===== src/fe_pkg.sv =====
package fe_pkg;

// ==========================================================================
// widths and types
// ==========================================================================
localparam int VADDR_W       = 32;
localparam int INST_W        = 32;
localparam int LINE_BYTES    = 16;
localparam int LINE_W        = LINE_BYTES * 8;
localparam int LINE_OFFSET_W = $clog2(LINE_BYTES);

typedef logic [VADDR_W-1:0] vaddr_t;
typedef logic [INST_W-1:0]  inst_t;
typedef logic [LINE_W-1:0]  line_t;  // word 0 in the low bits

localparam vaddr_t PC_INIT_VAL = 32'h0000_1000;

// standard mcause numbers where one exists
typedef enum logic [4:0] {
  INST_ACC_FAULT  = 5'd1,
  ILLEGAL_INST    = 5'd2,
  LOAD_ACC_FAULT  = 5'd5,
  STORE_ACC_FAULT = 5'd7,
  ECALL_U         = 5'd8,
  ECALL_S         = 5'd9,
  ECALL_M         = 5'd11,
  SILENT_FLUSH    = 5'd16,
  MRET            = 5'd17,
  SRET            = 5'd18
} trap_cause_t;

typedef enum logic [1:0] {
  ST_INIT      = 2'd0,
  ST_ISSUED    = 2'd1,
  ST_WAIT_FILL = 2'd2,
  ST_WAIT_BUF  = 2'd3
} fetch_state_t;

function automatic vaddr_t line_base(input vaddr_t a);
  line_base = {a[VADDR_W-1:LINE_OFFSET_W], {LINE_OFFSET_W{1'b0}}};
endfunction

function automatic vaddr_t next_line(input vaddr_t a);
  next_line = line_base(a) + vaddr_t'(LINE_BYTES);
endfunction

endpackage


===== src/fe_inst_buffer.sv =====
`timescale 1ns/100ps

module fe_inst_buffer
  import fe_pkg::*;
#(
  parameter int BUF_DEPTH = 4
) (
  input  logic                     i_clk,
  input  logic                     i_reset_n,
  input  logic                     i_flush,
  input  logic [LINE_OFFSET_W-1:0] i_redirect_offset,
  input  logic                     i_load,
  input  line_t                    i_line,
  input  vaddr_t                   i_line_vaddr,
  output logic                     o_ready,
  output logic                     o_disp_valid,
  output vaddr_t                   o_disp_pc,
  output inst_t                    o_disp_inst,
  input  logic                     i_disp_ready
);

localparam int PTR_W  = $clog2(BUF_DEPTH);
localparam int CNT_W  = PTR_W + 1;
localparam int WORD_W = LINE_OFFSET_W - 2;

line_t             r_line  [BUF_DEPTH];
vaddr_t            r_vaddr [BUF_DEPTH];
logic [PTR_W-1:0]  r_rd_ptr;
logic [PTR_W-1:0]  r_wr_ptr;
logic [CNT_W-1:0]  r_count;
logic [WORD_W-1:0] r_word;  // word index within head line

logic w_push;
logic w_pop;
logic w_pop_line;

assign o_ready      = (r_count < CNT_W'(BUF_DEPTH));
assign o_disp_valid = (r_count != '0);
assign w_push       = i_load & o_ready & ~i_flush;
assign w_pop        = o_disp_valid & i_disp_ready;
assign w_pop_line   = w_pop & (r_word == '1);

always_ff @(posedge i_clk, negedge i_reset_n) begin
  if (!i_reset_n) begin
    r_rd_ptr <= '0;
    r_wr_ptr <= '0;
    r_count  <= '0;
    r_word   <= '0;
  end else if (i_flush) begin
    r_rd_ptr <= '0;
    r_wr_ptr <= '0;
    r_count  <= '0;
    // first line of the new stream starts at the target word
    r_word   <= i_redirect_offset[LINE_OFFSET_W-1:2];
  end else begin
    if (w_push) begin
      r_wr_ptr <= r_wr_ptr + 1'b1;
    end
    if (w_pop_line) begin
      r_rd_ptr <= r_rd_ptr + 1'b1;
      r_word   <= '0;
    end else if (w_pop) begin
      r_word <= r_word + 1'b1;
    end
    r_count <= r_count + CNT_W'(w_push) - CNT_W'(w_pop_line);
  end
end

always_ff @(posedge i_clk) begin
  if (w_push) begin
    r_line[r_wr_ptr]  <= i_line;
    r_vaddr[r_wr_ptr] <= i_line_vaddr;
  end
end

assign o_disp_pc   = {r_vaddr[r_rd_ptr][VADDR_W-1:LINE_OFFSET_W], r_word, 2'b00};
assign o_disp_inst = r_line[r_rd_ptr][r_word * INST_W +: INST_W];

endmodule


===== config.mk =====
export PLATFORM = sky130hd
export DESIGN_NAME = fe_inst_buffer
export DESIGN_NICKNAME = d
export VERILOG_FILES = /design/src/fe_pkg.sv /design/src/fe_inst_buffer.sv
export SDC_FILE = /design/constraint.sdc
export NUM_CORES = 1
export LEC_CHECK = 0
export BUFFER_PORTS_ARGS = -buffer_cell sky130_fd_sc_hd__buf_2
export CAP_MARGIN = 20
export CORE_MARGIN = 2
export CORE_UTILIZATION = 47
export DETAILED_ROUTE_END_ITERATION = 16
export PLACE_DENSITY = 0.63
export SKIP_CTS_REPAIR_TIMING = 1
export SYNTH_ARGS = -nofsm -noshare
export SYNTH_HDL_FRONTEND = slang
export SYNTH_SLANG_ARGS = --single-unit
export TNS_END_PERCENT = 10

===== constraint.sdc =====
create_clock -name i_clk -period 13.43 [get_ports i_clk]
set_input_delay 2.686 -clock i_clk [delete_from_list [all_inputs] [get_ports i_clk]]
set_output_delay 2.686 -clock i_clk [all_outputs]
set_load 0.1 [all_outputs]

==> impl_metrics.yaml <==
run_status:
  outcome: "finished, final reports clean"
route:
  ant_nets: 0
  vias_per_cell: 5.52
  wl_per_cell_um: 23.5
  wirelength_mm: 46.3
  first_iter_violations: 716
  vias: 10900
  drc_errors: 0
  drtPass1Iterations: 4
setup_path:
  arrival_ns: 4.34
  cp.required_ns: 10.74
  crit_path_start_kind: "register"
  r2r_cells: 4
  reg2reg_to: "r_line[1][68]"
  critPathKind: "reg2out"
  crit_fanout: 45
  endpoint_kind: "primary output"
  r2r-start: "r_count[2]"
  crit_start: "r_rd_ptr[0]"
  reg2reg_slack_ns: 10.36
  crit_path_end: "o_disp_inst[1]"
worst_hold_path:
  hold-path-cell-count: 2
  hp-class: "reg2reg"
floorplan:
  placementRows: 82
  initial_core_util_pct: 47.4
  io_pins: 235
  core_area_um2: 50100
  die_y_um: 229
  die_w_um: 229
  die_area_um2: 52300
timing:
  max_slew.worst_pin.slew_ns: 1.12
  setup_violations: 0
  max_freq_ghz: 0.142
  fin_crit_sh_pct: 52.3
  fin_crit_ns: 7.02
  timing.hold.ws_ns: 0.601
  hold_violations: 0
  rsz0062_at_grt: "false"
  fin_skew_ns: 0.0172
  fin_setup_tns_ns: 0
  slew_headroom_pct: 25.3
  slew_violations: 0
cells_and_area:
  nets: 1425
  fillers: 3857
  final_layout_size_suffix_gt1_share_pct: 38.3
  syn_to_final_growth_pct: 16.0
  final_cell_mix: "edfxtp_1 (624), buf_2 (226), mux4_2 (156), clkbuf_16 (68), a22oi_1 (64)"
  final_common_cell: "edfxtp_1"
place:
  gp_congestion: 0.710
  hpwl_mm: 25.7
  io_buffers: 226
cts:
  numCtsBuffers: 66
  cts_max_level: 3
  cts.sink_count: 633
  tritoncts: "done"
  root_buffer: "clkbuf_16"
  insertion_delay_ns: 0.59
  clockBufferDepth: 3
  clk_pin_slew_ns: 0.06
global_routing:
  grt_pass1_vias: 11700
  grt_start_max_net_pins: 67
  overflow: 0
  grt_pass1_wl_mm: 70.8
  antenna_found_initial: 10
  gr-usage-all-layers_pct: 18.1
synth:
  synth.avg_cell_area_um2: 24.0
  yosysWarnings: 0
  ys_seq_area_share_pct: 79.9
  syn-instance-count: 991
  synth.distinct_cells: 23
  synthesis.area_um2: 23700
  ys_ff_latch: 633
pwr:
  power.density_nw_per_um2: 177
  ir_drop_uv: 158
  p_leak_nw: 8.94
run:
  drv_cap: 0
[routing by layer]
| metal | wire, um | up-vias | GRT usage [%] |
|---|---|---|---|
| met4 | 823 | 6 | 5.80 |
| li1 | - | 4760 | - |
| met5 | 36 | - | 0 |
| met3 | 2630 | 67 | 4.48 |
| met2 | 23400 | 264 | 29.8 |
| met1 | 19400 | 5766 | 24.0 |
[through the flow]
stage | util [%] | power [W] | std cells | instance area, um^2 | setup WS [ns]
2_1_floorplan | - | 0.00307 | 992 | 23800 | 6.12
5_1_grt | 55.0 | 0.00504 | 1965 | 27500 | 5.89
4_1_cts | 55.0 | 0.00493 | 1963 | 27500 | 6.11
3_5_place_dp | 51.1 | 0.00327 | 1852 | 25600 | 6.78
3_3_place_gp | 51.1 | 0.00326 | 1852 | 25600 | 6.75
6_report | 55.0 | 0.00487 | 1969 | 27500 | 6.41
[cell type report]
class                   instances  area (um^2)  share of cell area, %
flip-flops and latches        633        19000                   68.9
multi-input cells             297         4470                   16.2
clock buffers                  80         1750                   6.34
repair buffers                242         1250                   4.54
well taps                     672          841                   3.05
clock inverters                31          210                  0.763
inverters                       8         30.0                  0.109
diodes                          6         15.0                 0.0545
[cells in the mapped netlist (all sizes together)]
cell / number / area, um^2
edfxtp: 624 / 18700
mux4: 156 / 3510
a22oi: 64 / 480
nand2: 36 / 135
buf: 31 / 231
clkbuf: 23 / 86.3
dfrtp: 9 / 225
inv: 8 / 30.0
ha: 7 / 87.6
nor2: 6 / 22.5
and2: 5 / 31.3
nor2b: 5 / 31.3
mux2i: 3 / 30.0
o21ai: 3 / 15.0
xnor2: 3 / 26.3
a21oi: 2 / 10.0
or3: 2 / 12.5
conb: 1 / 3.75
fa: 1 / 20.0
o311ai: 1 / 8.76
o31a: 1 / 8.76
[cell families (layout without fill, tap and decap cells)]
logic type / after synthesis / in the layout / share of synthesized area, %
simple gates: 54 / 54 / 0.980
xor+xnor: 3 / 3 / 0.111
mux: 159 / 159 / 14.9
flops: 633 / 633 / 79.9
buf+inv: 62 / 361 / 1.46
compound gates: 71 / 71 / 2.20
fa+ha+maj: 8 / 8 / 0.453
other cells: 1 / 8 / 0.0158
[worst max-delay path: stages (launching register included)]
cell     delay [ns]
dfrtp_4        0.87
buf_4          0.83
buf_4          0.75
mux4_2         0.60
a22oi_1        0.26
nand2_1        0.09
buf_2          0.30
[report_power, final]
group	leakage (nW)	internal [W]	switching, W	total, W
sequential	5.78	0.00232	0.0000370	0.00236
combinational	2.20	0.000196	0.000654	0.000850
clock	0.966	0.000946	0.000713	0.00166
total	8.94	0.00346	0.00140	0.00487
[sequential cells by signal, indices dropped and copies added, names as in the netlist]
register and count:
r_line 512, r_wr_ptr 2, r_count 3, r_rd_ptr 2
r_word 2, r_vaddr 112
[how the worst min path moves through the flow]
stage,from,endpoint,slack [ns]
after floorplan,r_wr_ptr[1],r_wr_ptr[1],0.54
after global placement,r_wr_ptr[1],r_wr_ptr[1],0.57
after detailed placement,r_wr_ptr[1],r_wr_ptr[1],0.59
after CTS,r_wr_ptr[1],r_wr_ptr[1],0.60
after global routing,r_wr_ptr[1],r_wr_ptr[1],0.65
final,r_wr_ptr[1],r_wr_ptr[1],0.60
(Power assumes the default switching activity.)
