### config.mk
export PLATFORM = sky130hd
export DESIGN_NAME = fe_icache_way
export DESIGN_NICKNAME = d
export VERILOG_FILES = /design/src/fe_pkg.sv /design/src/fe_icache_way.sv
export SDC_FILE = /design/constraint.sdc
export NUM_CORES = 2
export LEC_CHECK = 0
export ABC_AREA = 1
export BUFFER_PORTS_ARGS = -buffer_cell sky130_fd_sc_hd__clkbuf_2
export CORE_AREA = 2 2 512 514
export CTS_CLUSTER_SIZE = 24
export DETAILED_ROUTE_END_ITERATION = 10
export DIE_AREA = 0 0 514 516
export GPL_ROUTABILITY_DRIVEN = 0
export SETUP_SLACK_MARGIN = 0.02
export SKIP_LAST_GASP = 1
export SYNTH_ARGS = -nofsm -noshare
export SYNTH_HDL_FRONTEND = slang
export SYNTH_SLANG_ARGS = --single-unit
### constraint.sdc
create_clock -name i_clk -period 1 [get_ports i_clk]
set_clock_uncertainty 0.05 [all_clocks]
set_input_delay 0.1 -clock i_clk [delete_from_list [all_inputs] [get_ports i_clk]]
set_output_delay 0.1 -clock i_clk [all_outputs]
set_load 0.05 [all_outputs]
### src/fe_pkg.sv
package fe_pkg;

// ==========================================================================
// widths and types
// ==========================================================================
localparam int VADDR_W       = 32;
localparam int INST_W        = 32;
localparam int LINE_BYTES    = 16;
localparam int LINE_W        = LINE_BYTES * 8;
localparam int LINE_OFFSET_W = $clog2(LINE_BYTES);

typedef logic [VADDR_W-1:0] vaddr_t;
typedef logic [INST_W-1:0]  inst_t;
typedef logic [LINE_W-1:0]  line_t;  // word 0 in the low bits

localparam vaddr_t PC_INIT_VAL = 32'h0000_1000;

// standard mcause numbers where one exists
typedef enum logic [4:0] {
  INST_ACC_FAULT  = 5'd1,
  ILLEGAL_INST    = 5'd2,
  LOAD_ACC_FAULT  = 5'd5,
  STORE_ACC_FAULT = 5'd7,
  ECALL_U         = 5'd8,
  ECALL_S         = 5'd9,
  ECALL_M         = 5'd11,
  SILENT_FLUSH    = 5'd16,
  MRET            = 5'd17,
  SRET            = 5'd18
} trap_cause_t;

typedef enum logic [1:0] {
  ST_INIT      = 2'd0,
  ST_ISSUED    = 2'd1,
  ST_WAIT_FILL = 2'd2,
  ST_WAIT_BUF  = 2'd3
} fetch_state_t;

function automatic vaddr_t line_base(input vaddr_t a);
  line_base = {a[VADDR_W-1:LINE_OFFSET_W], {LINE_OFFSET_W{1'b0}}};
endfunction

function automatic vaddr_t next_line(input vaddr_t a);
  next_line = line_base(a) + vaddr_t'(LINE_BYTES);
endfunction

endpackage

### src/fe_icache_way.sv
`timescale 1ns/100ps

module fe_icache_way
  import fe_pkg::*;
#(
  parameter int NUM_SETS = 16
) (
  input  logic   i_clk,
  input  logic   i_reset_n,
  input  logic   i_invalidate,
  input  logic   i_s0_req,
  input  vaddr_t i_s0_vaddr,
  input  logic   i_fill_we,
  input  vaddr_t i_fill_vaddr,
  input  line_t  i_fill_line,
  output logic   o_s2_hit,
  output line_t  o_s2_line
);

localparam int IDX_W = $clog2(NUM_SETS);
localparam int TAG_W = VADDR_W - LINE_OFFSET_W - IDX_W;

typedef logic [TAG_W-1:0] tag_t;
typedef logic [IDX_W-1:0] idx_t;

logic [NUM_SETS-1:0] r_valid;
tag_t                r_tag  [NUM_SETS];
line_t               r_data [NUM_SETS];

idx_t  w_s0_idx;
idx_t  w_fill_idx;
logic  r_s1_req;
logic  r_s1_valid;
tag_t  r_s1_tag;
tag_t  r_s1_req_tag;
line_t r_s1_line;
logic  r_s2_hit;
line_t r_s2_line;

assign w_s0_idx   = i_s0_vaddr[LINE_OFFSET_W +: IDX_W];
assign w_fill_idx = i_fill_vaddr[LINE_OFFSET_W +: IDX_W];

always_ff @(posedge i_clk, negedge i_reset_n) begin
  if (!i_reset_n) begin
    r_valid    <= '0;
    r_s1_req   <= 1'b0;
    r_s1_valid <= 1'b0;
    r_s2_hit   <= 1'b0;
  end else begin
    if (i_invalidate) begin
      r_valid <= '0;
    end
    if (i_fill_we) begin
      r_valid[w_fill_idx] <= 1'b1;  // refill lands even across fence.i
    end
    r_s1_req   <= i_s0_req;
    r_s1_valid <= r_valid[w_s0_idx] & ~i_invalidate;
    r_s2_hit   <= r_s1_req & r_s1_valid & (r_s1_tag == r_s1_req_tag);
  end
end

always_ff @(posedge i_clk) begin
  if (i_fill_we) begin
    r_tag[w_fill_idx]  <= i_fill_vaddr[VADDR_W-1 -: TAG_W];
    r_data[w_fill_idx] <= i_fill_line;
  end
  r_s1_tag     <= r_tag[w_s0_idx];
  r_s1_req_tag <= i_s0_vaddr[VADDR_W-1 -: TAG_W];
  r_s1_line    <= r_data[w_s0_idx];
  r_s2_line    <= r_s1_line;
end

assign o_s2_hit  = r_s2_hit;
assign o_s2_line = r_s2_line;

endmodule

==> results.yml <==
pwr:
  combPwrFrac: 0.081
  powerDensity_nw_per_um2: 2000
  clkPwrFrac: 0.425
  p_int_mw: 204
  p_leak_nw: 47.2
  p_sw_frac: 0.226
  seq_power_share: 0.493
  vdd_ir_drop_max_v: 0.00153
  switching_power_mw: 59.5
logic_synthesis:
  synthArstFlopShare: 0.00690
  synth_edf_count: 2432
  ys_types: 24
  syn_area_per_cell_um2: 13.1
  yosysTopAreaCellShare: 0.707
  synthesis.nets: 8087
  synth-seq-area-share: 0.770
  ys_ff_latch: 2755
  synth.area.top_cells: "edfxtp_1, dfxtp_1, nand2_1, nand3_1, o21ai_0"
  yosysTopAreaCell: "edfxtp_1"
  synth_ff_type: "edfxtp_1"
  ys_top_cells_by_count: "edfxtp_1, nand2_1, nor2_1, nand3_1, o21ai_0"
  synthCells: 7890
  ys_warn_count: 0
  syn_area_um2: 103000
  yosysMostFrequentCell: "edfxtp_1"
timing:
  relSlewSlack: 0.253
  fin_hold_ws_ns: -0.140
  finalSetupTns_ns: -718.52
  maxSlewViolCount: 0
  period_minus_slack_ns: 1.69
  worst_slack_ns: -0.686
  hold_viol: 57
  max_freq_ghz: 0.593
  period_share: 1.69
  setup_viol: 2551
  worstMarginPinSlew_ns: 1.12
  grt_setup_unrepaired: "true"
grt:
  antenna_found_initial: 41
  grt_pass1_wl_mm: 427
  track_usage: 0.212
  overflow: 0
  grt_pass1_vias: 65900
  grt_start_max_net_pins: 58
detailed_routing:
  remaining_drc_errors: 0
  viasPerCell: 5.34
  route.vias.total: 67400
  drt-total-wl_mm: 294
  firstDrtPassIters: 5
  drt_iter0_markers: 6666
  avgRoutedWirePerCell_um: 23.3
  antenna_left: 0
critical_path:
  r2r_start: "r_s1_tag[20]$_DFF_P_"
  critical_path_class: "input pin to flop"
  cp-end-kind: "flop"
  start_kind: "input pin"
  arrival_ns: 2.42
  critPathLaunch: "i_s0_vaddr[6]"
  cpPeakStageDelay_ns: 1.31
  path_depth: 7
  cp_slowest_cell: "dlygate4sd3_1"
  required_ns: 1.73
  rr_endpoint: "o_s2_hit$_DFF_PN0_"
  r2r_cells: 4
  path_max_fanout: 15
  critPathTopFamily: "buffers and inverters"
  endpoint: "r_s1_tag[11]$_DFF_P_"
  path_cells: "buf_8 -> inv_8 -> buf_12 -> dlygate4sd3_1 -> o211ai_1 -> nand3_1 -> nand2_2"
  worst-path-buf-inv: 4
  rrSetupSlack_ns: -0.30
floorplanning:
  core_area_um2: 259000
  fp.dieH_um: 516
  ios: 326
  die_area_um2: 265000
  num_rows: 187
  initial_core_util: 0.399
  fp.dieW_um: 514
place:
  portBuffers: 317
  hpwlAfterDp_mm: 178
  post-place-cells: 11700
  pre_cts_ws_ns: -0.850
job:
  drv_cap: 0
final_layout:
  fin_cells: 12600
  final_layout_size_suffix_gt1_frac: 0.202
  area_delta_synth_final_pct: 27.6
  n_fill_cell: 21700
  layout.nets: 9163
clock_network:
  cts-buffers-inserted: 307
  cts_tree: "built"
  cts_buffer_depth: 4
  cts-root-buf: "clkbuf_16"
  h-tree-depth: 5
  worstSkewPairLatency_ns: 0.98
  path_clk_slew_ns: 0.06
  cts_sinks: 2755
worst_hold_path:
  worstHoldPathType: "input pin to flop"
  hold_depth: 7
run_status:
  violations: "hold timing, setup timing"
  status: "finished with violations"
[layout by cell type, fill, tap and decap left out, types with 10 or more instances in the layout]
master / netlist / final
dfxtp_2: 0 / 129
clkbuf_16: 0 / 408
inv_2: 4 / 15
o211ai_1: 429 / 429
buf_12: 0 / 270
o21ai_0: 740 / 557
nor2_2: 0 / 11
nand2_1: 1445 / 1369
nand3_1: 810 / 679
bufinv_16: 0 / 24
dlygate4sd3_1: 0 / 284
clkinv_2: 0 / 44
o22ai_1: 16 / 16
clkbuf_1: 221 / 80
dfxtp_1: 304 / 172
edfxtp_1: 2432 / 2432
clkinv_1: 0 / 22
and2_4: 0 / 14
clkbuf_2: 0 / 182
nand3_2: 0 / 125
nand2_2: 0 / 64
inv_1: 160 / 141
dfrtp_1: 19 / 18
nor2_4: 0 / 19
nor2_1: 850 / 820
a21oi_1: 124 / 106
clkbuf_8: 0 / 32
diode_2: 0 / 10
buf_8: 2 / 53
a21oi_2: 0 / 18
nand2_4: 0 / 12
buf_4: 33 / 387
o21ai_1: 14 / 193
[metal layers]
layer	global-route usage	part of all wire
met5	0	0.00087
met4	0.0533	0.023
met3	0.0362	0.071
met2	0.347	0.48
met1	0.294	0.43
[power by group through the flow]
stage / clock [mW] / combinational (mW) / sequential, mW
5_1_grt: 119 / 22.9 / 130
2_1_floorplan: 0 / 7.31 / 134
3_5_place_dp: 0 / 17.9 / 132
6_report: 112 / 21.4 / 130
3_3_place_gp: 0 / 17.8 / 132
4_1_cts: 114 / 20.7 / 130
[worst min-delay path: stages]
cell and delay, ns:
buf_12 0.14, buf_12 0.21, nand3_1 0.11, nand3_1 0.06, nand2_1 0.06, nand2_1 0.06
nand2_2 0.07
[through the flow]
step | hold slack [ns] | power [mW] | cell area, um2 | util
5_1_grt | -0.134 | 272 | 132000 | 0.509
3_5_place_dp | 0.0582 | 150 | 115000 | 0.445
2_1_floorplan | -0.246 | 141 | 104000 | -
3_3_place_gp | 0.0597 | 150 | 115000 | 0.445
4_1_cts | -0.150 | 265 | 130000 | 0.502
6_report | -0.140 | 264 | 132000 | 0.509
[timing repair]
| item | in CTS | in global routing |
|---|---|---|
| cloned | 0 | 8 |
| resized for setup | 733 | 272 |
| hold buffers | 239 | 66 |
| setup buffers | 3 | 22 |
| setup endpoints to repair | 282 | 2717 |
| pin swaps | 412 | 364 |
| endpoints found under the hold margin | 3094 | 335 |
[sequential cells by signal, indices dropped and copies added, names as in the netlist]
signal,cells
r_s1_tag,24
r_valid,16
r_s1_valid,1
o_s2_line,128
r_tag,384
r_data,2048
r_s1_line,128
r_s1_req,1
o_s2_hit,1
r_s1_req_tag,24
[layout make-up]
cell class	instances	area, um2	share of cell area
multi-input cells	4461	21900	0.166
repair buffers	1277	15300	0.116
diodes	10	25.0	0.000190
clock inverters	110	1230	0.00934
inverters	164	681	0.00516
flip-flops and latches	2755	79800	0.605
well taps	3402	4260	0.0323
clock buffers	433	8770	0.0665
[worst min path at each step]
stage	slack (ns)	from	end
2_1_floorplan	-0.25	i_reset_n	o_s2_hit$_DFF_PN0_
3_3_place_gp	0.06	i_reset_n	r_s1_req$_DFF_PN0_
3_5_place_dp	0.06	i_reset_n	o_s2_hit$_DFF_PN0_
4_1_cts	-0.15	i_s0_vaddr[5]	r_s1_line[3]$_DFF_P_
5_1_grt	-0.13	i_s0_vaddr[5]	r_s1_line[3]$_DFF_P_
6_report	-0.14	i_s0_vaddr[5]	r_s1_line[3]$_DFF_P_
[kinds of logic after synthesis]
kind of cell | count (synthesis) | share of synthesized area
buffers and inverters | 674 | 0.0303
AND/OR/NAND/NOR | 3127 | 0.124
AO/OA/AOI/OAI | 1323 | 0.0747
flip-flops | 2755 | 0.770
XOR/XNOR | 11 | 0.000932
Power figures use the tool's default switching activity.
