## config.mk

```make
export PLATFORM = sky130hd
export DESIGN_NAME = fe_fetch_ctrl
export DESIGN_NICKNAME = d
export VERILOG_FILES = /design/src/fe_pkg.sv /design/src/fe_fetch_ctrl.sv
export SDC_FILE = /design/constraint.sdc
export NUM_CORES = 1
export LEC_CHECK = 0
export BUFFER_PORTS_ARGS = -buffer_cell sky130_fd_sc_hd__buf_2
export CAP_MARGIN = 0
export CELL_PAD_IN_SITES_DETAIL_PLACEMENT = 0
export CELL_PAD_IN_SITES_GLOBAL_PLACEMENT = 1
export CORE_MARGIN = 2
export CORE_UTILIZATION = 39
export DETAILED_ROUTE_END_ITERATION = 16
export GPL_TIMING_DRIVEN = 1
export PLACE_DENSITY = 0.9
export SLEW_MARGIN = 20
export SYNTH_ARGS = -nofsm -noshare
export SYNTH_HDL_FRONTEND = slang
export SYNTH_SLANG_ARGS = --single-unit
```

## constraint.sdc

```tcl
create_clock -name i_clk -period 10 [get_ports i_clk]
set_input_delay 3 -clock i_clk [delete_from_list [all_inputs] [get_ports i_clk]]
set_output_delay 3 -clock i_clk [all_outputs]
set_load 0.02 [all_outputs]
```

## src/fe_pkg.sv

```systemverilog
package fe_pkg;

// ==========================================================================
// widths and types
// ==========================================================================
localparam int VADDR_W       = 32;
localparam int INST_W        = 32;
localparam int LINE_BYTES    = 16;
localparam int LINE_W        = LINE_BYTES * 8;
localparam int LINE_OFFSET_W = $clog2(LINE_BYTES);

typedef logic [VADDR_W-1:0] vaddr_t;
typedef logic [INST_W-1:0]  inst_t;
typedef logic [LINE_W-1:0]  line_t;  // word 0 in the low bits

localparam vaddr_t PC_INIT_VAL = 32'h0000_1000;

// standard mcause numbers where one exists
typedef enum logic [4:0] {
  INST_ACC_FAULT  = 5'd1,
  ILLEGAL_INST    = 5'd2,
  LOAD_ACC_FAULT  = 5'd5,
  STORE_ACC_FAULT = 5'd7,
  ECALL_U         = 5'd8,
  ECALL_S         = 5'd9,
  ECALL_M         = 5'd11,
  SILENT_FLUSH    = 5'd16,
  MRET            = 5'd17,
  SRET            = 5'd18
} trap_cause_t;

typedef enum logic [1:0] {
  ST_INIT      = 2'd0,
  ST_ISSUED    = 2'd1,
  ST_WAIT_FILL = 2'd2,
  ST_WAIT_BUF  = 2'd3
} fetch_state_t;

function automatic vaddr_t line_base(input vaddr_t a);
  line_base = {a[VADDR_W-1:LINE_OFFSET_W], {LINE_OFFSET_W{1'b0}}};
endfunction

function automatic vaddr_t next_line(input vaddr_t a);
  next_line = line_base(a) + vaddr_t'(LINE_BYTES);
endfunction

endpackage

```

## src/fe_fetch_ctrl.sv

```systemverilog
`timescale 1ns/100ps

module fe_fetch_ctrl
  import fe_pkg::*;
(
  input  logic                     i_clk,
  input  logic                     i_reset_n,
  input  logic                     i_commit_valid,
  input  trap_cause_t              i_commit_cause,
  input  vaddr_t                   i_commit_epc,
  input  vaddr_t                   i_mtvec,
  input  vaddr_t                   i_stvec,
  input  vaddr_t                   i_mepc,
  input  vaddr_t                   i_sepc,
  input  logic [31:0]              i_medeleg,
  input  logic                     i_br_mispredict,
  input  vaddr_t                   i_br_vaddr,
  input  logic                     i_fence_i,
  input  logic                     i_s2_valid,
  input  logic                     i_s2_miss,
  input  logic                     i_fill_done,
  input  logic                     i_buf_ready,
  output logic                     o_s0_req,
  output vaddr_t                   o_s0_vaddr,
  output logic                     o_flush,
  output logic [LINE_OFFSET_W-1:0] o_redirect_offset,
  output logic                     o_s2_valid,
  output vaddr_t                   o_s2_vaddr
);

fetch_state_t r_state;
fetch_state_t w_state_next;
vaddr_t       r_s0_vaddr;
vaddr_t       w_s0_vaddr;
vaddr_t       w_s0_vaddr_next;
logic         w_s0_req;
logic         r_s1_valid;
vaddr_t       r_s1_vaddr;
logic         r_s2_valid;
vaddr_t       r_s2_vaddr;

logic         w_flush;
vaddr_t       w_trap_vaddr;
vaddr_t       w_flush_vaddr;
logic         w_s2_miss;
logic         w_s2_full;
logic         w_kill;

// ==========================================================================
// redirect target
// ==========================================================================
always_comb begin
  if (i_medeleg[i_commit_cause]) begin
    w_trap_vaddr = i_stvec;
  end else begin
    w_trap_vaddr = i_mtvec;
  end
  case (i_commit_cause)
    SILENT_FLUSH : w_trap_vaddr = i_commit_epc + 32'd4;
    MRET         : w_trap_vaddr = i_mepc;
    SRET         : w_trap_vaddr = i_sepc;
    default      : begin end
  endcase
end

always_comb begin
  if (i_commit_valid) begin
    w_flush_vaddr = w_trap_vaddr;  // commit beats branch
  end else if (i_br_mispredict) begin
    w_flush_vaddr = i_br_vaddr;
  end else begin
    w_flush_vaddr = next_line(r_s0_vaddr);  // fence.i alone
  end
end

assign w_flush    = i_commit_valid | i_br_mispredict | i_fence_i;
assign w_s0_vaddr = w_flush ? w_flush_vaddr : r_s0_vaddr;
assign w_s2_miss  = i_s2_miss;
assign w_s2_full  = i_s2_valid & ~i_buf_ready;

// ==========================================================================
// fetch FSM
// ==========================================================================
always_comb begin
  w_state_next    = r_state;
  w_s0_vaddr_next = r_s0_vaddr;
  w_s0_req        = 1'b0;
  case (r_state)
    ST_INIT, ST_ISSUED : begin
      if (w_s2_miss) begin
        w_state_next    = ST_WAIT_FILL;
        w_s0_vaddr_next = r_s2_vaddr;  // retry after refill
      end else if (w_s2_full) begin
        w_state_next    = ST_WAIT_BUF;
        w_s0_vaddr_next = r_s2_vaddr;
      end else begin
        w_s0_req        = 1'b1;
        w_state_next    = ST_ISSUED;
        w_s0_vaddr_next = next_line(w_s0_vaddr);
      end
    end
    ST_WAIT_FILL : begin
      if (i_fill_done) begin
        w_state_next = ST_ISSUED;
      end
    end
    ST_WAIT_BUF : begin
      if (i_buf_ready) begin
        w_s0_req        = 1'b1;
        w_state_next    = ST_ISSUED;
        w_s0_vaddr_next = next_line(w_s0_vaddr);
      end
    end
    default : begin end
  endcase

  if (w_flush) begin
    if (r_state == ST_WAIT_FILL) begin
      w_s0_vaddr_next = w_flush_vaddr;  // refill still owns the cache
    end else begin
      w_s0_req        = 1'b1;
      w_state_next    = ST_ISSUED;
      w_s0_vaddr_next = next_line(w_flush_vaddr);
    end
  end
end

assign w_kill = w_flush | w_s2_miss | w_s2_full;

always_ff @(posedge i_clk, negedge i_reset_n) begin
  if (!i_reset_n) begin
    r_state    <= ST_INIT;
    r_s0_vaddr <= PC_INIT_VAL;
    r_s1_valid <= 1'b0;
    r_s2_valid <= 1'b0;
  end else begin
    r_state    <= w_state_next;
    r_s0_vaddr <= w_s0_vaddr_next;
    r_s1_valid <= w_s0_req;
    r_s2_valid <= r_s1_valid & ~w_kill;
  end
end

always_ff @(posedge i_clk) begin
  r_s1_vaddr <= w_s0_vaddr;
  r_s2_vaddr <= r_s1_vaddr;
end

assign o_s0_req          = w_s0_req;
assign o_s0_vaddr        = w_s0_vaddr;
assign o_flush           = w_flush;
assign o_redirect_offset = w_flush_vaddr[LINE_OFFSET_W-1:0];
assign o_s2_valid        = r_s2_valid;
assign o_s2_vaddr        = r_s2_vaddr;

endmodule

```

==> results.toml <==
[floorplanning]
ioPinCount = 309
die_x_um = 152
fp.dieH_um = 152
coreArea_um2 = 21200
initial_utilization_pct = 40.0
fp-row-count = 53
dieArea_um2 = 23000

[setup_path]
startpoint_type = "input pin"
r2r-start = "r_s0_vaddr[4]"
cp.arrival_ps = 6380
rr_endpoint = "r_s0_vaddr[30]"
r2r_cells = 13
crit_type = "input pin to output port"
r2r_slack_ps = 5400
crit_required_ps = 7000
cp-end-kind = "output port"
critical_path.max_fanout = 19
crit_start = "i_commit_cause[1]"

[drt]
routed_wl_mm = 36.2
avgRoutedWirePerCell_um = 21.3
ant_nets = 0
drtIter0Drc = 1063
drc_errors = 0
drt_pre_antenna_iters = 6
via_per_inst = 6.01
dr_total_vias = 10200

[timing]
clock.fmax_mhz = 107
finalHoldViolCount = 0
finalCritPeriodShare_pct = 93.8
finClkSkew_ps = 10.3
tightestPinTransition_ps = 971
rsz0062_at_grt = "no"
finalSetupViolCount = 0
fin_crit_ps = 9380
slew_headroom_pct = 35.0
fin_ws_ps = 621
fin_setup_tns_ps = 0
slew_viol_final = 0

[synthesis]
syn_area_um2 = 8490
synth_seq_area_share_pct = 25.7
ys.flop_type = "dfxtp_1"
synth_adder_area_share_pct = 0.589
synth_nets = 1387
synth_top_family_by_area = "compound AO/OA/AOI/OAI gates"
synth.avg_cell_area_um2 = 7.42
ys_ff_latch = 100
synth_compound_area_share_pct = 28.6
netlist_instances = 1145
synth_cell_type_count = 89
synthXorXnorAreaFrac_pct = 8.25
muxShareOfSynthArea_pct = 3.82
synthArstFlopShare_pct = 36.0
synth_edf_count = 0
yosys.area_share.simple_pct = 27.6
yosys_warnings = 0

[cells_and_area]
final_common_cell = "buf_2"
post-route-cell-area_um2 = 10600
fin_util_pct = 49.8
regArea_um2 = 2180
nets = 1655
fillers = 2247
syn_to_final_growth_pct = 24.6
multiInputGateArea_um2 = 5870
final_cell_mix = "buf_2, nand2_1, nor2_1, o21ai_0, a21oi_1"
drive_gt1_share_pct = 27.6

[pwr]
p_per_area_nw_per_um2 = 142
power.total_uw = 1510
cellLeakagePower_uw = 0.00446
ir_drop_mv = 0.115

[clock_tree]
cts_hold_buf = 0
clkLatencyLatePin_ps = 350
cts-buffers-inserted = 9
clock_path_buffers = 2
cts-root-buf = "clkbuf_16"
post-cts-setup-buffer-count = 0
cts.clk_slew.worst_paths_ps = 60
cts_tree = "done"
htree_levels = 3
cts.sinks = 100
post_cts_resized = 0

[place]
dpl_worst_slack_ps = 720
io_buffer_count = 308
dp_hpwl_mm = 28.7
gp_congestion = 0.963
place_area_um2 = 10300

[hold_path]
hp-start = "r_s1_vaddr[12]"
hold-path-endpoint = "o_s2_vaddr[12]"
whs_path_depth = 0
min_path_type = "flip-flop to flip-flop"

[grt]
grt_max_degree = 56
grt_pass1_vias = 9567
grt.total_usage_pct = 30.7
antenna_found_initial = 4
grt_pass1_wl_mm = 54.0
grt_overflow = 0

[run_status]
status = "complete, no violations"

[job]
maxCapViolCount = 0
## final cells by class
cell class	instances	share of cell area [%]
multi-input cells	932	55.5
clock buffers	11	2.20
flip-flops and latches	100	20.6
well taps	275	3.25
diodes	4	0.0946
clock inverters	5	0.568
repair buffers	336	16.6
inverters	34	1.21
## per-layer routing
metal	track usage [%]	routed length, um
met2	52.5	17100
met5	0	0
met1	41.1	15300
met3	4.04	2880
met4	7.45	886
## cells in the mapped netlist, types with 5 or more instances
cell	n	area, um^2
a211oi_1	21	158
mux2_2	5	56.3
o211ai_1	7	52.6
and3_1	18	113
a221oi_1	5	43.8
dfxtp_1	64	1280
nand2b_1	9	56.3
nand3_1	48	240
nand4_1	22	138
xnor2_1	51	447
a22oi_1	14	105
o21ai_1	11	55.1
nor4_1	28	175
o22ai_1	17	106
and4_1	5	43.8
inv_1	31	116
dfrtp_1	35	876
o31ai_1	8	60.1
nor3_1	32	160
or4_1	12	90.1
nor2b_1	8	50.1
a31o_2	6	52.6
a32oi_1	5	43.8
or3_1	7	43.8
xor2_1	29	254
a31oi_1	9	56.3
o21a_1	15	113
a311oi_1	9	78.8
nand2_1	129	484
clkbuf_1	53	199
a21o_1	6	45.0
buf_1	10	37.5
a21oi_1	71	355
o31a_1	5	43.8
o21ai_0	78	390
nor2_1	104	390
and2_1	11	68.8
buf_2	13	65.1
o32a_1	6	60.1
o221ai_1	15	131
mux2i_1	23	230
## worst max path at each step
| stage | end | depth (start not counted) |
|---|---|---|
| after detailed placement | o_s0_vaddr[18] | 11 |
| final | o_s0_vaddr[18] | 11 |
| after CTS | o_s0_vaddr[18] | 8 |
| after global placement | o_s0_vaddr[18] | 11 |
| after floorplan | o_s0_vaddr[9] | 11 |
| after global routing | o_s0_vaddr[18] | 8 |
## cells by family after synthesis
group                      after synthesis
adders and majority gates                4
muxes                                   31
DFF                                    100
AOI/OAI and AO/OA                      356
xor gates and xnor gates                80
and+or+nand+nor                        461
buffers and inverters                  113
## per-stage QoR
| step | cells | hold slack (ps) |
|---|---|---|
| 4_1_cts | 1693 | 327 |
| 3_3_place_gp | 1677 | 310 |
| 3_5_place_dp | 1677 | 312 |
| 2_1_floorplan | 1145 | 310 |
| 5_1_grt | 1697 | 331 |
| 6_report | 1697 | 324 |
## worst max-delay path, cell delays in order
cell	delay [ps]
buf_2	390
mux2i_1	140
a22oi_1	210
nand2_1	130
o31ai_4	700
nor2_1	440
nand2_1	170
a31oi_1	170
mux2i_1	620
inv_1	190
buf_2	210
## report_power, final
group	internal, uW	leakage, uW	switching (uW)
clock	196	0.000141	156
combinational	231	0.00336	377
sequential	472	0.000964	75.8
## sequential cells by signal (all words and copies together) (netlist names)
register,count
o_s2_vaddr,32
o_s2_valid,1
r_s0_vaddr,32
r_s1_vaddr,32
r_s1_valid,1
r_state,2
No activity file was read; power rests on OpenSTA's default activity.
