**src/fe_pkg.sv**
```systemverilog
package fe_pkg;

// ==========================================================================
// widths and types
// ==========================================================================
localparam int VADDR_W       = 32;
localparam int INST_W        = 32;
localparam int LINE_BYTES    = 16;
localparam int LINE_W        = LINE_BYTES * 8;
localparam int LINE_OFFSET_W = $clog2(LINE_BYTES);

typedef logic [VADDR_W-1:0] vaddr_t;
typedef logic [INST_W-1:0]  inst_t;
typedef logic [LINE_W-1:0]  line_t;  // word 0 in the low bits

localparam vaddr_t PC_INIT_VAL = 32'h0000_1000;

// standard mcause numbers where one exists
typedef enum logic [4:0] {
  INST_ACC_FAULT  = 5'd1,
  ILLEGAL_INST    = 5'd2,
  LOAD_ACC_FAULT  = 5'd5,
  STORE_ACC_FAULT = 5'd7,
  ECALL_U         = 5'd8,
  ECALL_S         = 5'd9,
  ECALL_M         = 5'd11,
  SILENT_FLUSH    = 5'd16,
  MRET            = 5'd17,
  SRET            = 5'd18
} trap_cause_t;

typedef enum logic [1:0] {
  ST_INIT      = 2'd0,
  ST_ISSUED    = 2'd1,
  ST_WAIT_FILL = 2'd2,
  ST_WAIT_BUF  = 2'd3
} fetch_state_t;

function automatic vaddr_t line_base(input vaddr_t a);
  line_base = {a[VADDR_W-1:LINE_OFFSET_W], {LINE_OFFSET_W{1'b0}}};
endfunction

function automatic vaddr_t next_line(input vaddr_t a);
  next_line = line_base(a) + vaddr_t'(LINE_BYTES);
endfunction

endpackage

```
**src/fe_icache_refill.sv**
```systemverilog
`timescale 1ns/100ps

module fe_icache_refill
  import fe_pkg::*;
#(
  parameter int NUM_WAYS = 2
) (
  input  logic                 i_clk,
  input  logic                 i_reset_n,
  input  logic                 i_flush,
  input  logic                 i_s2_valid_in,
  input  vaddr_t               i_s2_vaddr_in,
  input  logic [NUM_WAYS-1:0]  i_way_hit,
  input  line_t [NUM_WAYS-1:0] i_way_line,
  input  logic                 i_l2_resp_valid,
  input  line_t                i_l2_resp_data,
  output logic                 o_l2_req_valid,
  output vaddr_t               o_l2_req_addr,
  output logic [NUM_WAYS-1:0]  o_fill_we,
  output vaddr_t               o_fill_vaddr,
  output line_t                o_fill_line,
  output logic                 o_fill_done,
  output logic                 o_s2_valid,
  output logic                 o_s2_miss,
  output line_t                o_s2_line,
  output vaddr_t               o_s2_vaddr
);

localparam int WAY_W = (NUM_WAYS > 1) ? $clog2(NUM_WAYS) : 1;

logic             w_any_hit;
line_t            w_hit_line;
logic             w_live;
logic             w_miss_start;
logic             w_resp_take;

logic             r_busy;
logic             r_req_valid;
logic             r_fill_pending;
logic [WAY_W-1:0] r_victim;
vaddr_t           r_miss_vaddr;
line_t            r_fill_line;

// ==========================================================================
// hit merge
// ==========================================================================
always_comb begin
  w_hit_line = '0;
  for (int w = 0; w < NUM_WAYS; w++) begin
    if (i_way_hit[w]) begin
      w_hit_line = w_hit_line | i_way_line[w];
    end
  end
end

assign w_any_hit    = |i_way_hit;
assign w_live       = i_s2_valid_in & ~i_flush;  // drop stale responses
assign w_miss_start = w_live & ~w_any_hit & ~r_busy;
assign w_resp_take  = i_l2_resp_valid & r_busy & ~r_fill_pending;

// ==========================================================================
// miss and refill
// ==========================================================================
always_ff @(posedge i_clk, negedge i_reset_n) begin
  if (!i_reset_n) begin
    r_busy         <= 1'b0;
    r_req_valid    <= 1'b0;
    r_fill_pending <= 1'b0;
    r_victim       <= '0;
  end else begin
    r_req_valid <= w_miss_start;
    if (w_miss_start) begin
      r_busy <= 1'b1;
    end else if (r_fill_pending) begin
      r_busy <= 1'b0;
    end
    r_fill_pending <= w_resp_take;
    if (r_fill_pending) begin
      r_victim <= (r_victim == WAY_W'(NUM_WAYS - 1)) ? '0 : r_victim + 1'b1;
    end
  end
end

always_ff @(posedge i_clk) begin
  if (w_miss_start) begin
    r_miss_vaddr <= i_s2_vaddr_in;
  end
  if (w_resp_take) begin
    r_fill_line <= i_l2_resp_data;
  end
end

always_comb begin
  for (int w = 0; w < NUM_WAYS; w++) begin
    o_fill_we[w] = r_fill_pending & (r_victim == WAY_W'(w));
  end
end

assign o_l2_req_valid = r_req_valid;
assign o_l2_req_addr  = line_base(r_miss_vaddr);
assign o_fill_vaddr   = line_base(r_miss_vaddr);
assign o_fill_line    = r_fill_line;
assign o_fill_done    = r_fill_pending;
assign o_s2_valid     = w_live & w_any_hit;
assign o_s2_miss      = w_live & ~w_any_hit;
assign o_s2_line      = w_hit_line;
assign o_s2_vaddr     = i_s2_vaddr_in;

endmodule

```
**config.mk**
```make
export PLATFORM = sky130hd
export DESIGN_NAME = fe_icache_refill
export DESIGN_NICKNAME = d
export VERILOG_FILES = /design/src/fe_pkg.sv /design/src/fe_icache_refill.sv
export SDC_FILE = /design/constraint.sdc
export NUM_CORES = 1
export LEC_CHECK = 0
export BUFFER_PORTS_ARGS = -buffer_cell sky130_fd_sc_hd__buf_4
export CELL_PAD_IN_SITES_DETAIL_PLACEMENT = 0
export CELL_PAD_IN_SITES_GLOBAL_PLACEMENT = 1
export CORE_AREA = 3 3 307 309
export CTS_BUF_LIST = sky130_fd_sc_hd__clkbuf_8
export CTS_CLUSTER_DIAMETER = 120
export DETAILED_ROUTE_END_ITERATION = 10
export DIE_AREA = 0 0 310 312
export PLACE_DENSITY = 0.41
export SETUP_SLACK_MARGIN = 0.15
export SYNTH_ARGS = -nofsm -noshare
export SYNTH_HDL_FRONTEND = slang
export SYNTH_SLANG_ARGS = --single-unit
```
**constraint.sdc**
```tcl
create_clock -name i_clk -period 12.6 [get_ports i_clk]
set_clock_uncertainty 0.1 [all_clocks]
set_input_delay 1.89 -clock i_clk [delete_from_list [all_inputs] [get_ports i_clk]]
set_output_delay 1.89 -clock i_clk [all_outputs]
set_load 0.005 [all_outputs]
```
==> results of run 1 <==
## flip-flops by register name (all words and copies together) (netlist names)
signal          count
o_fill_line       128
r_victim            1
r_miss_vaddr       28
r_busy              1
o_l2_req_valid      1
o_fill_done         1
## layer usage
layer	GRT usage [%]	vias to the layer above	routed length [um]
met5	0	-	78
met4	3.48	12	1590
met3	5.29	60	6250
met2	19.6	500	28500
met1	12.4	3229	21500
li1	-	2924	-
## layout make-up
class | count | area, um^2
Inverter | 1 | 3.75
Antenna cell | 3 | 7.51
Clock inverter | 15 | 210
Fill cell | 10400 | 77900
Clock buffer | 17 | 234
Tap cell | 1186 | 1480
Multi-Input combinational cell | 147 | 1230
Sequential cell | 160 | 4780
Timing Repair Buffer | 769 | 5770
## worst paths after layout
| check | to | depth (start not counted) | slack (ns) | from |
|---|---|---|---|---|
| min | r_victim$_DFFE_PN0P_ | 1 | 0.42 | r_victim$_DFFE_PN0P_ |
| max in group asynchronous | o_l2_req_valid$_DFF_PN0_ | 1 | 11.26 | i_reset_n |
| max | o_s2_line[44] | 4 | 6.60 | i_way_hit[1] |
| max reg2reg | o_fill_line[93]$_DFFE_PP_ | 3 | 9.89 | o_fill_done$_DFF_PN0_ |
| min reg2reg | r_victim$_DFFE_PN0P_ | 1 | 0.42 | r_victim$_DFFE_PN0P_ |
| min in group asynchronous | r_victim$_DFFE_PN0P_ | 1 | 1.04 | i_reset_n |
## per-stage QoR
| step | hold slack [ns] | utilization, % | area (um^2) | worst slack (ns) |
|---|---|---|---|---|
| global route | 0.431 | 15.0 | 13700 | 6.52 |
| floorplan | 0.353 | - | 6650 | 4.49 |
| CTS | 0.416 | 15.0 | 13700 | 6.59 |
| global placement | 0.398 | 14.5 | 13300 | 6.62 |
| finish | 0.419 | 15.0 | 13700 | 6.60 |
| detailed placement | 0.397 | 14.5 | 13300 | 6.59 |
## placed cells by master, fill, tap and decap left out, types with 2 or more instances in the layout
master	instances
a22o_1	128
diode_2	3
nor2_1	2
edfxtp_1	156
bufinv_16	2
inv_6	4
inv_8	3
clkbuf_8	17
clkinv_8	4
buf_4	769
dfrtp_1	4
conb_1	8
## logic make-up after synthesis
group / synth area share (%)
buffers and inverters: 9.78
flip-flops: 72.2
AO/OA/AOI/OAI: 16.9
other: 0.0566
XOR/XNOR: 0.132
AND/OR/NAND/NOR: 0.718
multiplexers: 0.151
## power breakdown
group | switching [mW] | total (mW) | internal (mW) | leakage, nW
clock network | 0.238 | 0.427 | 0.188 | 0.219
registers | 0.0274 | 0.706 | 0.679 | 1.48
logic | 0.216 | 0.445 | 0.229 | 4.30
total | 0.482 | 1.58 | 1.10 | 6.00
==> summary.md, run 1 <==
| Metric | Value |
|---|---|
| Crit path max-delay family | `buffers and inverters` |
| Reg clk slew, reported paths | `0.10 ns` |
| 1st-pass router iterations | `4` |
| CP Max Fanout | `76` |
| Clk buf depth | `2` |
| Post-CTS Resized | `0` |
| CP Capture Type | `output port` |
| Most used cell, CP | `buf_4` |
| IO Count | `781` |
| Count leader, synth | `edfxtp_1` |
| Root buffer cell | `clkbuf_8` |
| # H-tree levels | `4` |
| Slew Limit Fails | `0` |
| Maxcap violations | `0` |
| Seq cells post-synth | `160` |
| Post-DP HPWL | `51800 um` |
| Setup TNS Final | `0 ns` |
| Synth area leaders | `edfxtp_1 71%, a22o_1 17%, buf_4 7.7%` |
| Routed vias | `6725` |
| Width of the die | `310 um` |
| Top-area cell type share of the netlist area | `70.7%` |
| Share of cells above drive strength 1 | `72.4%` |
| Synth Instances | `397` |
| GR Util All Layers | `11.4%` |
| DRC | `0` |
| Final WL | `57900 um` |
| Final hold viol count | `0` |
| Kind of critical path | `in2out` |
| Post-CTS Hold Fix Bufs | `0` |
| RSZ-0062 raised after global routing | `no` |
| Post-Layout Cell Count | `2298` |
| Post-synthesis sequential area ratio | `72.2%` |
| Die area | `0.0967 mm^2` |
| Vias in the first global route | `7214` |
| Status | `complete, no violations` |
| Worst path required time | `10.61 ns` |
| Buf/Inv on CP | `3` |
| First DRT Iteration DRCs | `477` |
| Number of placed cells counting well taps | `2263` |
| PnR Total Power | `1.58 mW` |
| Minimum clock period | `6.00 ns` |
| Min-delay worst type | `reg2reg` |
| CP arrival | `4.01 ns` |
| Placer Congestion | `0.846` |
| Ys Warns | `0` |
| IO buf count | `764` |
| Final setup violation count | `0` |
| CP cell instances | `buf_4 -> buf_4 -> a22o_1 -> buf_4` |
| First-pass GRT wire length | `71700 um` |
| Initial antenna violation count | `9` |
| Worst path max stage delay | `0.71 ns` |
| Top FF cell, synth | `edfxtp_1` |
| Worst-Margin Slew | `1.05 ns` |
| # rows | `111` |
| Post-DR vias/cell | `2.93` |
| WL/cell | `25.2 um` |
| Initial core utilization | `7.23%` |
| Post-synth top cells | `156 x edfxtp_1, 128 x a22o_1, 68 x buf_4` |
| Total grt overflow | `0` |
| Mean post-synth cell area | `16.7 um^2` |
| Worst path slowest cell | `buf_4` |
| Leak Pwr | `6.00 nW` |
| Power density cells | `115 mW/mm^2` |
| Max IR drop VDD | `0.0597 mV` |
| Cts bufs inserted | `17` |
| Largest net degree at the start of global routing | `77` |
| Crit start category | `primary input` |
| Skew-Pair Late Insertion Delay | `0.52 ns` |
| Fmax achieved | `0.167 GHz` |
| Largest area contributor in the netlist | `edfxtp_1` |
| Number of synthesized flops with an enable pin | `156` |
| Total setup buffers inserted after CTS | `0` |
| Ys async rst share | `2.50%` |
| Sink Count | `160` |
| Period utilization | `47.6%` |
| CTS tree | `done` |
| Syn Std Cell Area | `0.00662 mm^2` |
| Area grow syn2layout | `107%` |
| Die H | `312 um` |
| Core area | `0.0917 mm^2` |
| Nets | `1519` |
| Max-slew headroom | `30.0%` |
| Post-synth cell types | `16` |
| ANT nets after route | `0` |
(Power assumes the default switching activity.)
==> run 2, diff against run 1 <==
--- a/config.mk
+++ b/config.mk
@@ -8,11 +8,11 @@
 export BUFFER_PORTS_ARGS = -buffer_cell sky130_fd_sc_hd__buf_4
 export CELL_PAD_IN_SITES_DETAIL_PLACEMENT = 0
 export CELL_PAD_IN_SITES_GLOBAL_PLACEMENT = 1
-export CORE_AREA = 3 3 307 309
+export CORE_AREA = 3 3 305 307
 export CTS_BUF_LIST = sky130_fd_sc_hd__clkbuf_8
 export CTS_CLUSTER_DIAMETER = 120
 export DETAILED_ROUTE_END_ITERATION = 10
-export DIE_AREA = 0 0 310 312
+export DIE_AREA = 0 0 308 310
 export PLACE_DENSITY = 0.41
 export SETUP_SLACK_MARGIN = 0.15
 export SYNTH_ARGS = -nofsm -noshare
==> constraint.sdc (replaced) <==
create_clock -name i_clk -period 5.9 [get_ports i_clk]
set_clock_uncertainty 0.1 [all_clocks]
set_input_delay 0.885 -clock i_clk [delete_from_list [all_inputs] [get_ports i_clk]]
set_output_delay 0.885 -clock i_clk [all_outputs]
set_load 0.005 [all_outputs]
==> summary.md, run 2 (synthesis results as in run 1) <==
| Metric | Value |
|---|---|
| Die H | `310 um` |
| Setup TNS Final | `0 ns` |
| ANT nets after route | `0` |
| Largest net degree at the start of global routing | `130` |
| Most common cell after layout, fill and taps aside | `buf_4` |
| Sink Count | `160` |
| Min Hold Slack | `0.403 ns` |
| CP Capture Type | `output port` |
| Root buffer cell | `clkbuf_8` |
| CP cell instances | `buf_4 -> buf_4 -> a22o_1 -> buf_4` |
| Clk buf depth | `2` |
| Final hold viol count | `0` |
| Sequential share of power | `45.6%` |
| Setup ws final | `2.30 ns` |
| Post-DP HPWL | `55900 um` |
| Die area | `0.0955 mm^2` |
| Core area | `0.0903 mm^2` |
| RSZ-0062 raised after global routing | `no` |
| First DRT Iteration DRCs | `439` |
| Combinational share of power | `28.9%` |
| Worst path required time | `4.91 ns` |
| DRC | `0` |
| Worst-Margin Slew | `1.14 ns` |
| Net Sw Frac | `30.5%` |
| Final setup violation count | `0` |
| Nets | `1520` |
| Leak Pwr | `5.98 nW` |
| CP Max Fanout | `79` |
| Minimum clock period | `3.60 ns` |
| Post-CTS Resized | `0` |
| Width of the die | `308 um` |
| Share of cells above drive strength 1 | `72.3%` |
| Final Util | `15.2%` |
| Slew Limit Fails | `0` |
| Area grow syn2layout | `107%` |
| Post-DP Area | `0.0133 mm^2` |
| Kind of critical path | `in2out` |
| IO buf count | `764` |
| Total grt overflow | `0` |
| CP arrival | `2.61 ns` |
| Clk pwr share | `25.5%` |
| Crit start category | `primary input` |
| Routed vias | `6754` |
| Worst slack at placement | `2.27 ns` |
| IO Count | `781` |
| Reg clk slew, reported paths | `0.12 ns` |
| Fmax achieved | `0.278 GHz` |
| Final WL | `62400 um` |
| Cts bufs inserted | `17` |
| Post-route cell area | `0.0137 mm^2` |
| First-pass GRT wire length | `75800 um` |
| Largest register FFs | `128` |
| Vias in the first global route | `7006` |
| Internal power | `2.29 mW` |
| WL/cell | `27.2 um` |
| Worst path slowest cell | `buf_4` |
| Commonest non-fill, non-tap cells in the layout | `768 x buf_4, 156 x edfxtp_1, 128 x a22o_1, 17 x clkbuf_8, 8 x conb_1` |
| Period utilization | `60.9%` |
| Initial core utilization | `7.34%` |
| Net switching power | `1.01 mW` |
| Skew-Pair Late Insertion Delay | `0.51 ns` |
| Power density cells | `241 mW/mm^2` |
| Maxcap violations | `0` |
| Post-DR vias/cell | `2.94` |
| CTS tree | `done` |
| # H-tree levels | `4` |
| Initial antenna violation count | `28` |
| # rows | `110` |
| Max IR drop VDD | `0.134 mV` |
| Worst path max stage delay | `0.65 ns` |
| GR Util All Layers | `12.3%` |
| Status | `complete, no violations` |
| Placer Congestion | `0.745` |
| Min-delay worst type | `reg2reg` |
| Max-slew headroom | `24.2%` |
| Total setup buffers inserted after CTS | `0` |
| Most used cell, CP | `buf_4` |
| 1st-pass router iterations | `4` |
[run 2: cell types whose count changed in the layout (fill, tap and decap cells not counted), sizes merged]
cell         previous run  this run
dlygate4sd3             0         1
bufinv                  2         1
clkinv                  5         6
diode                   3         8
[run 2: final timing paths]
kind                                        from                        end  slack [ns]  depth (start not counted)
setup / recovery                    i_way_hit[1]             o_s2_line[116]        2.30                          4
hold / removal              r_victim$_DFFE_PN0P_       r_victim$_DFFE_PN0P_        0.40                          1
setup reg to reg           o_fill_done$_DFF_PN0_  o_fill_line[74]$_DFFE_PP_        3.96                          2
hold reg to reg             r_victim$_DFFE_PN0P_       r_victim$_DFFE_PN0P_        0.40                          1
max in group asynchronous              i_reset_n   o_l2_req_valid$_DFF_PN0_        4.88                          2
min in group asynchronous              i_reset_n       r_victim$_DFFE_PN0P_        0.71                          2
[run 2: power groups by stage]
stage	Combinational (mW)	Clock, mW	Sequential [mW]
final	0.955	0.840	1.50
after global routing	1.03	0.946	1.52
after CTS	1.01	0.912	1.51
after detailed placement	1.01	0	1.53
after global placement	1.01	0	1.53
after floorplan	0.208	0	1.56
[run 2: area by class of cell]
class / count / area, um^2
Fill cell: 10200 / 76600
Clock buffer: 17 / 234
Clock inverter: 15 / 150
Multi-Input combinational cell: 147 / 1230
Antenna cell: 8 / 20.0
Inverter: 1 / 3.75
Sequential cell: 160 / 4780
Tap cell: 1176 / 1470
Timing Repair Buffer: 770 / 5800
[run 2: timing repair]
action	CTS	global route
hold buffers	1	0
hold endpoints to repair	4	0
endpoints found under the setup margin	0	0
[run 2: worst max-delay path: cells and delay by family]
kind,cells,cell delay (ns)
compound gates,1,0.24
buf+inv,3,1.37
[run 2: routing by layer]
metal	up-vias	part of all wire, %	global-route usage [%]
met3	50	9.8	6.11
met1	3266	41	14.5
met2	476	48	20.8
met4	34	0.53	1.40
li1	2928	-	-
met5	-	0.39	0
[run 2: metrics by stage]
step | std cells | power [mW]
final | 2294 | 3.30
after global routing | 2286 | 3.49
after CTS | 2286 | 3.43
after detailed placement | 2253 | 2.54
after global placement | 2253 | 2.54
after floorplan | 404 | 1.76
==> run 3, diff against run 2 <==
==> constraint.sdc (replaced) <==
create_clock -name i_clk -period 3.4 [get_ports i_clk]
set_clock_uncertainty 0.1 [all_clocks]
set_input_delay 0.51 -clock i_clk [delete_from_list [all_inputs] [get_ports i_clk]]
set_output_delay 0.51 -clock i_clk [all_outputs]
set_load 0.005 [all_outputs]
==> summary.md, run 3 (synthesis results as in run 1) <==
| Metric | Value |
|---|---|
| CTS tree | `done` |
| Clk buf depth | `2` |
| Share of cells above drive strength 1 | `71.5%` |
| Cts bufs inserted | `17` |
| Final hold viol count | `0` |
| Initial antenna violation count | `19` |
| Critical Path Sink | `o_s2_line[97]` |
| Skew-Pair Late Insertion Delay | `0.49 ns` |
| Fmax achieved | `0.418 GHz` |
| Crit path from | `i_way_hit[1]` |
| # rows | `110` |
| Final setup violation count | `0` |
| Nets | `1535` |
| Crit start category | `primary input` |
| Worst path required time | `2.79 ns` |
| Largest register FFs | `128` |
| Minimum clock period | `2.39 ns` |
| Fillers | `10200` |
| Final Util | `15.4%` |
| Post-DR vias/cell | `2.94` |
| Commonest non-fill, non-tap cells in the layout | `768 x buf_4, 156 x edfxtp_1, 128 x a22o_1, 17 x clkbuf_8, 13 x dlygate4sd3_1` |
| ANT nets after route | `0` |
| Leak Pwr | `6.06 nW` |
| CP arrival | `1.78 ns` |
| GR Util All Layers | `11.8%` |
| Vias in the first global route | `7191` |
| Total grt overflow | `0` |
| Multi-input gate area | `0.00123 mm^2` |
| R2r startpoint | `o_fill_done$_DFF_PN0_` |
| Min-delay worst type | `in2reg` |
| Most used cell, CP | `buf_4` |
| PnR Total Power | `5.81 mW` |
| Maxcap violations | `0` |
| Sink Count | `160` |
| Worst-Margin Slew | `0.646 ns` |
| WL/cell | `25.9 um` |
| Largest net degree at the start of global routing | `93` |
| Most common cell after layout, fill and taps aside | `buf_4` |
| CP Max Fanout | `92` |
| Slew Limit Fails | `0` |
| First DRT Iteration DRCs | `462` |
| Max IR drop VDD | `0.201 mV` |
| IO Count | `781` |
| Worst flop-to-flop path endpoint | `o_fill_line[98]$_DFFE_PP_` |
| R2r setup slk | `1.49 ns` |
| Worst path slowest cell | `buf_12` |
| Status | `complete, no violations` |
| 1st-pass router iterations | `4` |
| Routed vias | `6786` |
| RSZ-0062 raised after global routing | `no` |
| Final WL | `59800 um` |
| Worst path max stage delay | `0.39 ns` |
| Width of the die | `308 um` |
| Kind of critical path | `in2out` |
| Register Area | `0.00478 mm^2` |
| Reg clk slew, reported paths | `0.10 ns` |
| Area grow syn2layout | `109%` |
| Setup TNS Final | `0 ns` |
| First-pass GRT wire length | `73300 um` |
| Max-slew headroom | `56.8%` |
| Power density cells | `419 mW/mm^2` |
| Core area | `0.0903 mm^2` |
| DRC | `0` |
| Total setup buffers inserted after CTS | `0` |
| Die area | `0.0955 mm^2` |
| Placer Congestion | `0.784` |
| Initial core utilization | `7.34%` |
| IO buf count | `764` |
| Root buffer cell | `clkbuf_8` |
| Period utilization | `70.3%` |
| Die H | `310 um` |
| Reg2reg path depth | `2` |
| # H-tree levels | `4` |
| CP cell instances | `buf_4 -> buf_12 -> a22o_1 -> buf_4` |
| CP Capture Type | `output port` |
| Post-DP HPWL | `53200 um` |
[run 3: cell types whose count changed in the layout (fill, tap and decap cells not counted)]
| cell | change |
|---|---|
| inv_6 | -1 |
| dlygate4sd3_1 | +12 |
| inv_8 | -2 |
| buf_12 | +3 |
| diode_2 | -3 |
| bufinv_16 | +1 |
| clkinv_4 | +1 |
[run 3: area by class of cell]
type / instances / share of cell area [%]
Antenna cell: 5 / 0.0902
Clock buffer: 17 / 1.69
Clock inverter: 14 / 1.14
Inverter: 1 / 0.0271
Multi-Input combinational cell: 147 / 8.85
Sequential cell: 160 / 34.5
Tap cell: 1176 / 10.6
Timing Repair Buffer: 785 / 43.1
[run 3: through the flow]
stage / hold slack [ns] / std cells / cell area [um^2] / setup slack [ns]
2_1_floorplan: 0.114 / 404 / 6660 / 0.398
3_3_place_gp: 0.209 / 2256 / 13300 / 0.948
3_5_place_dp: 0.212 / 2256 / 13300 / 0.922
4_1_cts: 0.0000276 / 2300 / 13900 / 1.01
5_1_grt: 0.0150 / 2301 / 13900 / 0.935
6_report: 0.0804 / 2305 / 13900 / 1.01
[run 3: worst max-delay path, delay by kind of cell]
kind	cells	cell delay (ns)
buf+inv	3	0.87
compound gates	1	0.25
[run 3: report_power, final]
part           total (mW)  switching [mW]  internal (mW)  leakage, nW
combinational        1.71           0.822          0.889         4.38
clock                1.48           0.824          0.661        0.196
sequential           2.61          0.0999           2.51         1.48
[run 3: routing by layer]
layer	GRT usage [%]	up-vias	wire length (um)
li1	-	2954	-
met1	12.6	3289	22200
met2	22.2	478	31800
met3	4.51	43	5330
met4	1.87	22	389
met5	0	-	138
[run 3: worst min path at each step]
stage | from | endpoint | slack [ns] | depth (start not counted)
after floorplan | i_reset_n | o_fill_done$_DFF_PN0_ | 0.11 | 0
after global placement | i_reset_n | r_busy$_DFFE_PN0P_ | 0.21 | 1
after detailed placement | i_reset_n | r_busy$_DFFE_PN0P_ | 0.21 | 1
after CTS | i_l2_resp_data[86] | o_fill_line[86]$_DFFE_PP_ | 0.00003 | 1
after global routing | i_l2_resp_data[81] | o_fill_line[81]$_DFFE_PP_ | 0.02 | 1
final | i_l2_resp_data[20] | o_fill_line[20]$_DFFE_PP_ | 0.08 | 1
[run 3: timing repair]
item,in CTS,in global routing
gates resized for setup,0,0
hold buffers,13,0
endpoints found under the hold margin,16,0
